==> config.mk <==
export PLATFORM = sky130hd
export DESIGN_NAME = l2_victim_select
export DESIGN_NICKNAME = d
export VERILOG_FILES = /design/src/design/l2_victim_select.sv
export VERILOG_INCLUDE_DIRS = /design/src /design/src/include
export SDC_FILE = /design/constraint.sdc
export NUM_CORES = 1
export LEC_CHECK = 0
export BUFFER_PORTS_ARGS = -buffer_cell sky130_fd_sc_hd__buf_4
export CORE_ASPECT_RATIO = 1.25
export CORE_UTILIZATION = 54
export CTS_CLUSTER_SIZE = 28
export DETAILED_ROUTE_END_ITERATION = 7
export PLACE_DENSITY = 0.75
export SKIP_CTS_REPAIR_TIMING = 1
export SYNTH_ARGS = -nofsm -noshare
export SYNTH_HDL_FRONTEND = slang
export SYNTH_SLANG_ARGS = --single-unit
export TNS_END_PERCENT = 5
==> constraint.sdc <==
create_clock -name clk -period 2.5 [get_ports clk]
set_clock_uncertainty 0.2 [all_clocks]
set_input_delay 0.125 -clock clk [delete_from_list [all_inputs] [get_ports clk]]
set_output_delay 0.125 -clock clk [all_outputs]
set_load 0.005 [all_outputs]
==> src/include/l2_cache_macros.svh <==
`ifndef L2_CACHE_MACROS_SVH
`define L2_CACHE_MACROS_SVH

// Cache geometry
`define L2_WAYS       8
`define L2_WAY_PTR_W  3
`define L2_SETS_W     4
`define L2_SETS       16

// Address split: tag | index | word offset | byte
`define L2_OFFSET_W   4
`define L2_TAG_W      22

// Line and word sizes
`define L2_LINE_W     512
`define L2_LINE_BYTES 64
`define L2_WORD_W     32

`endif

==> src/design/l2_victim_select.sv <==
`timescale 1ns/1ps
`default_nettype none

`include "l2_cache_macros.svh"

// Round-robin replacement pointer per set
module l2_victim_select (
    input  wire logic                  clk,
    input  wire logic                  rst_n,
    input  wire logic [`L2_SETS_W-1:0] index,
    input  wire logic                  advance,
    output logic      [`L2_WAYS-1:0]   victim
);

    logic [`L2_SETS-1:0][`L2_WAY_PTR_W-1:0] ptr_q;

    // Pointer wraps naturally from 7 to 0
    always_ff @(posedge clk or negedge rst_n) begin
        if (!rst_n) begin
            ptr_q <= '0;
        end else if (advance) begin
            ptr_q[index] <= ptr_q[index] + 1'b1;
        end
    end

    // One-hot decode of the current set's pointer
    assign victim = {{(`L2_WAYS-1){1'b0}}, 1'b1} << ptr_q[index];

    // An advance must name a known set
    a_advance_index_known: assert property (
        @(posedge clk) disable iff (!rst_n)
        advance |-> !$isunknown(index)
    ) else $error("pointer advance with unknown set index");

endmodule

`default_nettype wire

==> reports/results.tsv <==
metric	value	unit
status	finished, violations left	
failing checks	negative setup slack	
Seq/Total Area, Yosys	0.494	
first-pass GRT wire length	7760	um
Placement Cell Area	2590	sq um
Final ANT Viol Nets	0	
number of flip-flops in the largest register	48	
core footprint	4200	sq um
relative slew slack	0.601	
RSZ-0062 raised after global routing	yes	
CTS tree	built	
First-pass DRT Iterations	4	
DRC viols	0	
number of global-route vias before repair	1580	
die height	77.0	um
num rows	26	
H-tree depth	2	
Overflow after GRT	0	
worst skew pair latency	0.31	ns
Setup crit start kind	register	
final critical-path required period	2.52	ns
syn nets	209	
Finished Core Util	0.651	
routed len/inst	18.1	um
leakage	1.23	nW
gr usage total	0.229	
Ports	15	
Peak Freq	397	MHz
slack of the critical path	-0.0172	ns
Syn Inst Count	197	
Cell Chain, Critical Path	mux4_2, a22oi_2, and3_4, inv_2, buf_4, ha_4, a21boi_4, buf_4	
share of layout cells above drive strength 1	0.299	
final wirelength	5020	um
PwrDens	1030	nW/um^2
PortBufs	14	
n_diodes	0	
crit path max-delay cell type	mux4_2	
Final nets	233	
worst hold path class	primary input to register	
Post-synth EDFFs	0	
starting density of the core	0.579	
post-synth cell types	34	
#FFs+latches synth	48	
largest net degree at the start of global routing	49	
Worst VDD drop	0.411	mV
Most Frequent Cell on Critical Path	buf_4	
most frequent cell after synthesis	dfrtp_1	
largest registers	ptr_q: 48 flops	
post-synth top area cell	dfrtp_1	
DPL Wire Length	3510	um
# setup viols final	4	
crit path DAT	2.19	ns
Sink Count	48	
Vias	1593	
yosys warns	0	
vias per inst	5.75	
die area	4770	sq um
top cells by count, synth	dfrtp_1, nor2_1, mux2_2	
Most used DFF post-synth	dfrtp_1	
Worst Tran Pin Value	0.598	ns
max-slew violations	0	
area added between synthesis and finish	12.5	%
initial antenna violation count	0	
top cells by area in the synthesized netlist	dfrtp_1, mux2_2, mux4_1	
max-cap check violation count	0	
Initial DRC Count	123	
final instance area	2730	sq um
Synth top area share	0.494	
Most flops, register	ptr_q	
Total Power	2.81	mW
fillers	303	
Bufs on Longest Clock Path	2	
async set-reset flop share out of synthesis	1.00	
synthesized area	2430	sq um
Fin. Hold Viols	0	
Final Cycle Share	1.01	
critical path class	register to output pin	
syn_area_per_cell	12.3	sq um
Worst Path Required	2.17	ns
clock slew at reported path FFs	0.08	ns
CP max stage delay	0.51	ns
die width	62.0	um
Placer Congestion	0.793	
Crit. End Element	output pin	
CTS Buf Count	5	
crit-path max FO	2	
root buffer cell	clkbuf_8	
power breakdown:
group | internal [mW] | switching, mW | leakage (nW)
Clock | 0.191 | 0.255 | 0.0410
Sequential | 1.12 | 0.219 | 0.580
Combinational | 0.562 | 0.462 | 0.614
through the flow:
stage / setup WS (ns) / TNS [ns] / hold WS [ns] / std cells
after floorplan: 0.0971 / 0 / -0.371 / 197
after global placement: -0.0884 / -1.07 / -0.0489 / 266
after detailed placement: -0.194 / -2.46 / -0.0255 / 266
after CTS: -0.182 / -2.53 / -0.349 / 273
after global routing: -0.0987 / -1.70 / 0.135 / 277
final: -0.0172 / -0.0410 / 0.118 / 277
kinds of logic (layout without fill, tap and decap cells):
| group | count (synthesis) | in the layout | share of synthesized area |
|---|---|---|---|
| AO/OA/AOI/OAI | 26 | 26 | 0.0659 |
| XOR/XNOR | 16 | 16 | 0.0577 |
| adder cells (fa/ha/maj) | 5 | 5 | 0.0257 |
| buffers and inverters | 11 | 35 | 0.0355 |
| flip-flops | 48 | 48 | 0.494 |
| multiplexers | 32 | 32 | 0.191 |
| AND/OR/NAND/NOR | 59 | 59 | 0.130 |
cell type report:
type / instances / area, sq um / share of cell area
Clock inverter: 1 / 5.00 / 0.00183
Timing Repair Buffer: 26 / 198 / 0.0723
Inverter: 2 / 7.51 / 0.00275
Tap cell: 56 / 70.1 / 0.0256
Clock buffer: 6 / 72.6 / 0.0266
Multi-Input combinational cell: 138 / 1180 / 0.431
Sequential cell: 48 / 1200 / 0.440
final timing paths:
path / from / end / slack [ns] / depth (start not counted)
setup / recovery: ptr_q[10] / victim[6] / -0.02 / 8
hold / removal: index[1] / ptr_q[9] / 0.12 / 3
setup reg to reg: ptr_q[10] / ptr_q[40] / 0 / 6
hold reg to reg: ptr_q[39] / ptr_q[39] / 0.27 / 1
max in group asynchronous: rst_n / ptr_q[30] / 1.52 / 2
min in group asynchronous: rst_n / ptr_q[12] / 0.15 / 2
per-layer routing:
layer,up-vias,GRT usage,share of wire
met5,-,0,0
met2,43,0.367,0.54
met4,0,0.0978,0.025
met1,800,0.288,0.40
met3,12,0.0523,0.035
li1,738,-,-
critical path: cells and delay by family (launching register included):
kind,cells,cell delay [ns]
DFF,1,0.39
and+or+nand+nor,1,0.20
buffers and inverters,3,0.32
AOI/OAI and AO/OA,2,0.32
muxes,1,0.51
adders and majority gates,1,0.15
cell usage in the layout (no fill, tap or decap), types with 4 or more instances in the layout:
master	n
nand3_1	5
a21oi_1	11
mux4_2	5
o21ai_0	5
xnor2_1	5
clkbuf_8	5
mux2i_1	8
dfrtp_1	48
a22oi_1	4
nor2_1	23
mux2_2	15
nand2_1	9
xor2_1	11
nor2b_1	4
buf_4	25
No activity file was read; power rests on OpenSTA's default activity.
