### src/include/l2_cache_macros.svh
`ifndef L2_CACHE_MACROS_SVH
`define L2_CACHE_MACROS_SVH

// Cache geometry
`define L2_WAYS       8
`define L2_WAY_PTR_W  3
`define L2_SETS_W     4
`define L2_SETS       16

// Address split: tag | index | word offset | byte
`define L2_OFFSET_W   4
`define L2_TAG_W      22

// Line and word sizes
`define L2_LINE_W     512
`define L2_LINE_BYTES 64
`define L2_WORD_W     32

`endif

### src/design/l2_cache_pkg.sv
`default_nettype none

`include "l2_cache_macros.svh"

package l2_cache_pkg;

    typedef enum logic [1:0] {
        OP_READ   = 2'd0,
        OP_WRITE  = 2'd1,
        OP_REFILL = 2'd2
    } l2_op_e;

    // 32-bit byte address, MSB first
    typedef struct packed {
        logic [`L2_TAG_W-1:0]    tag;
        logic [`L2_SETS_W-1:0]   index;
        logic [`L2_OFFSET_W-1:0] offset;
        logic [1:0]              byte_off;
    } l2_addr_t;

    typedef struct packed {
        l2_op_e                   op;
        l2_addr_t                 addr;
        logic [`L2_WORD_W-1:0]    wdata;
        logic [`L2_WORD_W/8-1:0]  be;
    } l2_req_t;

    typedef struct packed {
        logic                  hit;
        logic [`L2_WORD_W-1:0] word;
    } l2_resp_t;

    typedef struct packed {
        logic                 valid;
        logic [`L2_TAG_W-1:0] tag;
    } l2_tag_entry_t;

    // Write port of the data array
    typedef struct packed {
        logic [`L2_SETS_W-1:0]   index;
        logic [`L2_WAYS-1:0]     way_we;
        logic                    replace;
        logic [`L2_OFFSET_W-1:0] offset;
        logic [`L2_WORD_W/8-1:0] be;
        logic [`L2_WORD_W-1:0]   word;
        logic [`L2_LINE_W-1:0]   line;
    } l2_data_wr_t;

    typedef logic [`L2_WAYS-1:0][`L2_LINE_W-1:0] l2_way_lines_t;
    typedef l2_tag_entry_t [`L2_WAYS-1:0] l2_way_tags_t;

endpackage

`default_nettype wire

### src/design/l2_tag_array.sv
`timescale 1ns/1ps
`default_nettype none

`include "l2_cache_macros.svh"

// Tags and valid flags for every set and way, read one cycle after the index
module l2_tag_array (
    input  wire logic                       clk,
    input  wire logic                       rst_n,

    input  wire logic [`L2_SETS_W-1:0]      rd_index,

    input  wire logic                       wr_en,
    input  wire logic [`L2_SETS_W-1:0]      wr_index,
    input  wire logic [`L2_WAYS-1:0]        wr_way,
    input  wire logic [`L2_TAG_W-1:0]       wr_tag,

    output l2_cache_pkg::l2_way_tags_t      rd_tags
);

    logic [`L2_TAG_W-1:0] tag_mem [`L2_WAYS][`L2_SETS];
    logic [`L2_SETS-1:0][`L2_WAYS-1:0] valid_q;

    logic [`L2_TAG_W-1:0] tag_rd [`L2_WAYS];
    logic [`L2_WAYS-1:0]  valid_rd;

    //////////////////////////////////////////////////
    // Storage
    //////////////////////////////////////////////////

    always_ff @(posedge clk) begin
        for (int w = 0; w < `L2_WAYS; w++) begin
            if (wr_en && wr_way[w]) begin
                tag_mem[w][wr_index] <= wr_tag;
            end
        end
    end

    // Valid bits only ever get set here; nothing invalidates a line
    always_ff @(posedge clk or negedge rst_n) begin
        if (!rst_n) begin
            valid_q <= '0;
        end else if (wr_en) begin
            valid_q[wr_index] <= valid_q[wr_index] | wr_way;
        end
    end

    //////////////////////////////////////////////////
    // Registered read
    //////////////////////////////////////////////////

    always_ff @(posedge clk) begin
        for (int w = 0; w < `L2_WAYS; w++) begin
            tag_rd[w] <= tag_mem[w][rd_index];
        end
    end

    always_ff @(posedge clk or negedge rst_n) begin
        if (!rst_n) begin
            valid_rd <= '0;
        end else begin
            valid_rd <= valid_q[rd_index];
        end
    end

    always_comb begin
        for (int w = 0; w < `L2_WAYS; w++) begin
            rd_tags[w].valid = valid_rd[w];
            rd_tags[w].tag   = tag_rd[w];
        end
    end

    // A tag write targets exactly one way
    a_wr_way_onehot: assert property (
        @(posedge clk) disable iff (!rst_n)
        wr_en |-> $onehot(wr_way)
    ) else $error("tag write with wr_way not one-hot");

endmodule

`default_nettype wire

### config.mk
export PLATFORM = sky130hd
export DESIGN_NAME = l2_tag_array
export DESIGN_NICKNAME = d
export VERILOG_FILES = /design/src/design/l2_cache_pkg.sv /design/src/design/l2_tag_array.sv
export VERILOG_INCLUDE_DIRS = /design/src /design/src/include
export SDC_FILE = /design/constraint.sdc
export NUM_CORES = 2
export LEC_CHECK = 0
export BUFFER_PORTS_ARGS = -buffer_cell sky130_fd_sc_hd__buf_4
export CAP_MARGIN = 20
export CORE_MARGIN = 5
export CORE_UTILIZATION = 56
export CTS_CLUSTER_SIZE = 12
export DETAILED_ROUTE_END_ITERATION = 8
export GPL_ROUTABILITY_DRIVEN = 1
export PLACE_DENSITY = 0.85
export SETUP_SLACK_MARGIN = 0.2
export SLEW_MARGIN = 30
export SYNTH_ARGS = -nofsm -noshare
export SYNTH_HDL_FRONTEND = slang
export SYNTH_SLANG_ARGS = --single-unit
### constraint.sdc
create_clock -name clk -period 2.2 [get_ports clk]
set_input_delay 0.22 -clock clk [delete_from_list [all_inputs] [get_ports clk]]
set_output_delay 0.22 -clock clk [all_outputs]
set_load 0.05 [all_outputs]
==> results by group <==
Outcome
  – Run status: complete, no violations

Timing
  – Final setup TNS: 0 ns
  – Fin crit share: 0.953
  – Slack of the critical path: 0.104 ns
  – Clk_skew: around 0.071 ns
  – RSZ-0062 raised after global routing: yes
  – Measured slew at the worst slew-check pin: 1.06 ns
  – Headroom to the max-slew limit: 0.293
  – Upper clock frequency limit: 477 MHz
  – Count of final hold-check violations: 0
  – Setup-violating endpoint count in the final report: 0
  – Number of pins exceeding their max-slew limit in the final report: 0
  – Minimum period implied by the final worst setup slack: ~2.1 ns

Logic synthesis
  – Main combinational cell family by area after synthesis: multiplexers
  – Share of async-settable or async-resettable flops after synthesis: 0.0435
  – Library cell occupying the most area in the post-synthesis netlist: sky130_fd_sc_hd__edfxtp_1
  – FF+latch count, synth: ~3,100
  – Post-Syn Area per Cell: 22.4 um2
  – Mux cell area share after synthesis: 0.155
  – Cells after synthesis: slightly above 5,000
  – Compound-cell area share of the yosys netlist: 0.0273
  – Ys flop type: sky130_fd_sc_hd__edfxtp_1
  – Area contributors post-synth: sky130_fd_sc_hd__edfxtp_1, sky130_fd_sc_hd__mux4_2, sky130_fd_sc_hd__dfxtp_1, sky130_fd_sc_hd__dfrtp_1, sky130_fd_sc_hd__a22oi_1
  – Part of the Yosys area used for sequential elements: 0.787
  – Number of warning messages in the yosys log: 0
  – Number of nets in the synthesized netlist: 5,238
  – Xor/xnor cell area share of the yosys netlist: 0
  – Portion of synthesized cell area occupied by the leading cell type: 0.728
  – Count of different cell masters after synthesis: 48
  – Post-synthesis share of cell area spent on full adders, half adders and majority gates: 0
  – Simple-gate share of the synthesized area: 0.0184
  – Post-synth EDFFs: 2,816
  – Post-synth design cell area: 116,000 um2

Worst hold path
  – Worst hold path class: in2reg

Place
  – Port bufs: 224
  – Count of placed standard cells including taps: 8,262
  – Estimated wirelength of the detail-placed design: 175,000 um
  – Post-placement cell area: roughly 130,000 um2
  – Placer Congestion: approximately 0.87
  – Setup slack after placement: -0.159 ns

Layout
  – Non-filler instance count after layout: 8,893
  – Number of nets in the finished design: 5,983
  – Area growth from synthesis to layout: 17.7%
  – Fraction of final layout cells sized beyond drive strength 1: 0.325
  – Number of inserted filler cells in the final layout: about 12,000
  – Most used cells in the layout excluding fill and tap cells: sky130_fd_sc_hd__edfxtp_1, sky130_fd_sc_hd__mux4_2, sky130_fd_sc_hd__buf_4
  – Most common cell after layout, fill and taps aside: sky130_fd_sc_hd__edfxtp_1
  – Final cell utilization of the core: 0.661
  – Post-Layout Inst Area: 137,000 um2

Routing
  – Initial drt markers: 11,368
  – Remaining design rule violation count: 0
  – DRT antenna net count: 0
  – Routed vias/inst: 7.13
  – Routed WL: 340,000 um
  – Routed len/inst: 38.2 um
  – Via Count: 63,427
  – DRT Pass-1 Iters: 8

Floorplan
  – Io pins: 225
  – Standard cell core area: a little over 200,000 um2
  – DIE WIDTH: 465 um
  – Vertical die dimension: 465 um
  – Site Rows: 167
  – Die footprint: 217,000 um2
  – Effective utilization at floorplan: 0.562

Worst setup path
  – Worst path most repeated cell: sky130_fd_sc_hd__buf_4
  – Biggest fanout along the worst timing path: 11
  – Required time of the worst setup path: approximately 2.8 ns
  – CP peak stage delay: just under 0.8 ns
  – Cell-by-cell trace of the critical path: buf_4, dlygate4sd3_1, nor3b_4, buf_4, a21oi_2, buf_12, nor2_2
  – Worst path arrival time: 2.66 ns
  – Crit path buf inv count: 4
  – Kind of end point of the critical path: flip-flop
  – WS Path Type: in2reg
  – Slowest stage cell on the critical path: sky130_fd_sc_hd__nor2_2
  – Type of origin of the critical path: input pin
  – Kind of cell adding the most delay to the critical path: simple AND/OR/NAND/NOR gates

GRT
  – Number of antenna violations at the first check in global routing: 20
  – Number of global-route vias before repair: 64,253
  – Global route total overflow: 0
  – Pin count of the biggest net entering global routing: about 130
  – Wire length of the first global-routing pass: 478,000 um
  – Gr usage total: 0.309

Clock tree
  – Number of buffers created by CTS: 327
  – H-Tree Level Count: 5
  – Bufs on Longest Clock Path: 4
  – CTS tree: built
  – Sinks on the clock net: 3,128
  – Clk slew on worst S/H paths: about 0.060 ns
  – Root buffer selected by CTS: sky130_fd_sc_hd__clkbuf_16
  – Insertion delay of the later-clocked pin in the worst-skew pair: 0.95 ns

Power
  – Cell leakage power: 44.6 nW
  – Worst VDD drop: slightly above 0.9 mV
  – PD cells: about 950 nW/um2

Flow run
  – Max-cap check violation count: 0
[final cells by class]
type | count | area (um2) | share of cell area
Sequential cell | 3128 | 91500 | 0.669
Inverter | 1 | 3.75 | 0.0000275
Antenna cell | 11 | 27.5 | 0.000201
Clock inverter | 36 | 256 | 0.00188
Clock buffer | 529 | 9290 | 0.0679
Multi-Input combinational cell | 1786 | 24000 | 0.175
Timing Repair Buffer | 698 | 8290 | 0.0606
Tap cell | 2704 | 3380 | 0.0247
[registers in the layout, indices dropped and copies added (netlist names)]
name      flops
valid_rd      8
valid_q     128
tag_rd      176
tag_mem    2816
[report_power, final]
| group | internal [W] | total (W) | switching (W) | leakage (nW) |
|---|---|---|---|---|
| Combinational | 0.00394 | 0.0104 | 0.00643 | 11.6 |
| Clock | 0.0290 | 0.0515 | 0.0225 | 4.61 |
| Sequential | 0.0664 | 0.0676 | 0.00117 | 28.4 |
[synth_stat cells, types with 3 or more instances]
cell and count:
sky130_fd_sc_hd__a21oi_1 53, sky130_fd_sc_hd__buf_2 110, sky130_fd_sc_hd__dfrtp_1 136, sky130_fd_sc_hd__nor2b_1 13
sky130_fd_sc_hd__dfxtp_1 176, sky130_fd_sc_hd__o21ai_1 14, sky130_fd_sc_hd__o22ai_1 174, sky130_fd_sc_hd__nor3b_2 4
sky130_fd_sc_hd__buf_6 14, sky130_fd_sc_hd__edfxtp_1 2816, sky130_fd_sc_hd__mux2i_1 24, sky130_fd_sc_hd__mux2_1 9
sky130_fd_sc_hd__nand2_1 122, sky130_fd_sc_hd__clkbuf_2 3, sky130_fd_sc_hd__nor2_1 211, sky130_fd_sc_hd__clkbuf_1 137
sky130_fd_sc_hd__mux4_2 744, sky130_fd_sc_hd__and2_1 62, sky130_fd_sc_hd__nand2b_1 8, sky130_fd_sc_hd__a21oi_2 5
sky130_fd_sc_hd__o221ai_2 7, sky130_fd_sc_hd__o21ai_2 8, sky130_fd_sc_hd__buf_1 30, sky130_fd_sc_hd__a22oi_1 202
sky130_fd_sc_hd__mux2_2 75, sky130_fd_sc_hd__nor3b_4 5, sky130_fd_sc_hd__mux2_4 4, sky130_fd_sc_hd__or2_2 3
[worst min-delay path, cell delays in order]
cell and delay, ns:
sky130_fd_sc_hd__buf_4 0.13, sky130_fd_sc_hd__nor3b_4 0.08, sky130_fd_sc_hd__a21oi_2 0.25, sky130_fd_sc_hd__buf_4 0.21
sky130_fd_sc_hd__a21oi_1 0.07
[through the flow]
stage	hold slack, ns	total power [W]
2_1_floorplan	-0.0756	0.0739
3_3_place_gp	0.180	0.0780
3_5_place_dp	0.189	0.0785
4_1_cts	0.000844	0.130
5_1_grt	0.0775	0.133
6_report	0.0686	0.129
[metal layers]
layer	GRT usage	share of wire
met5	0.00110	0.000062
met4	0.168	0.068
met3	0.0675	0.13
met2	0.504	0.49
met1	0.395	0.32
[worst paths after layout]
kind,from,to,slack [ns],cells past startpoint
min,wr_index[0],valid_q[66]$_DFFE_PN0P_,0.07,5
max,wr_index[2],tag_mem[4][21]$_DFFE_PP_,0.10,7
min reg2reg,valid_q[107]$_DFFE_PN0P_,valid_q[107]$_DFFE_PN0P_,0.53,1
min in group asynchronous,rst_n,valid_q[73]$_DFFE_PN0P_,0.63,4
max in group asynchronous,rst_n,valid_rd[6]$_DFF_PN0_,1.22,4
max reg2reg,valid_q[84]$_DFFE_PN0P_,tag_mem[4][21]$_DFFE_PP_,0.19,4
[what timing repair did]
action                                 4_1_cts  5_1_grt
cloned                                       0       15
hold buffers                                40        0
gates resized for setup                      2        7
pin swaps                                    0        9
endpoints found under the hold margin     3257        0
setup buffers                                0        0
setup endpoints to repair                    2      200
[logic make-up after synthesis]
group / Yosys count
multiplexers: 856
AO/OA/AOI/OAI: 464
flip-flops: 3128
buffers and inverters: 298
AND/OR/NAND/NOR: 451
Note: power is estimated with default switching activity, not from simulation.
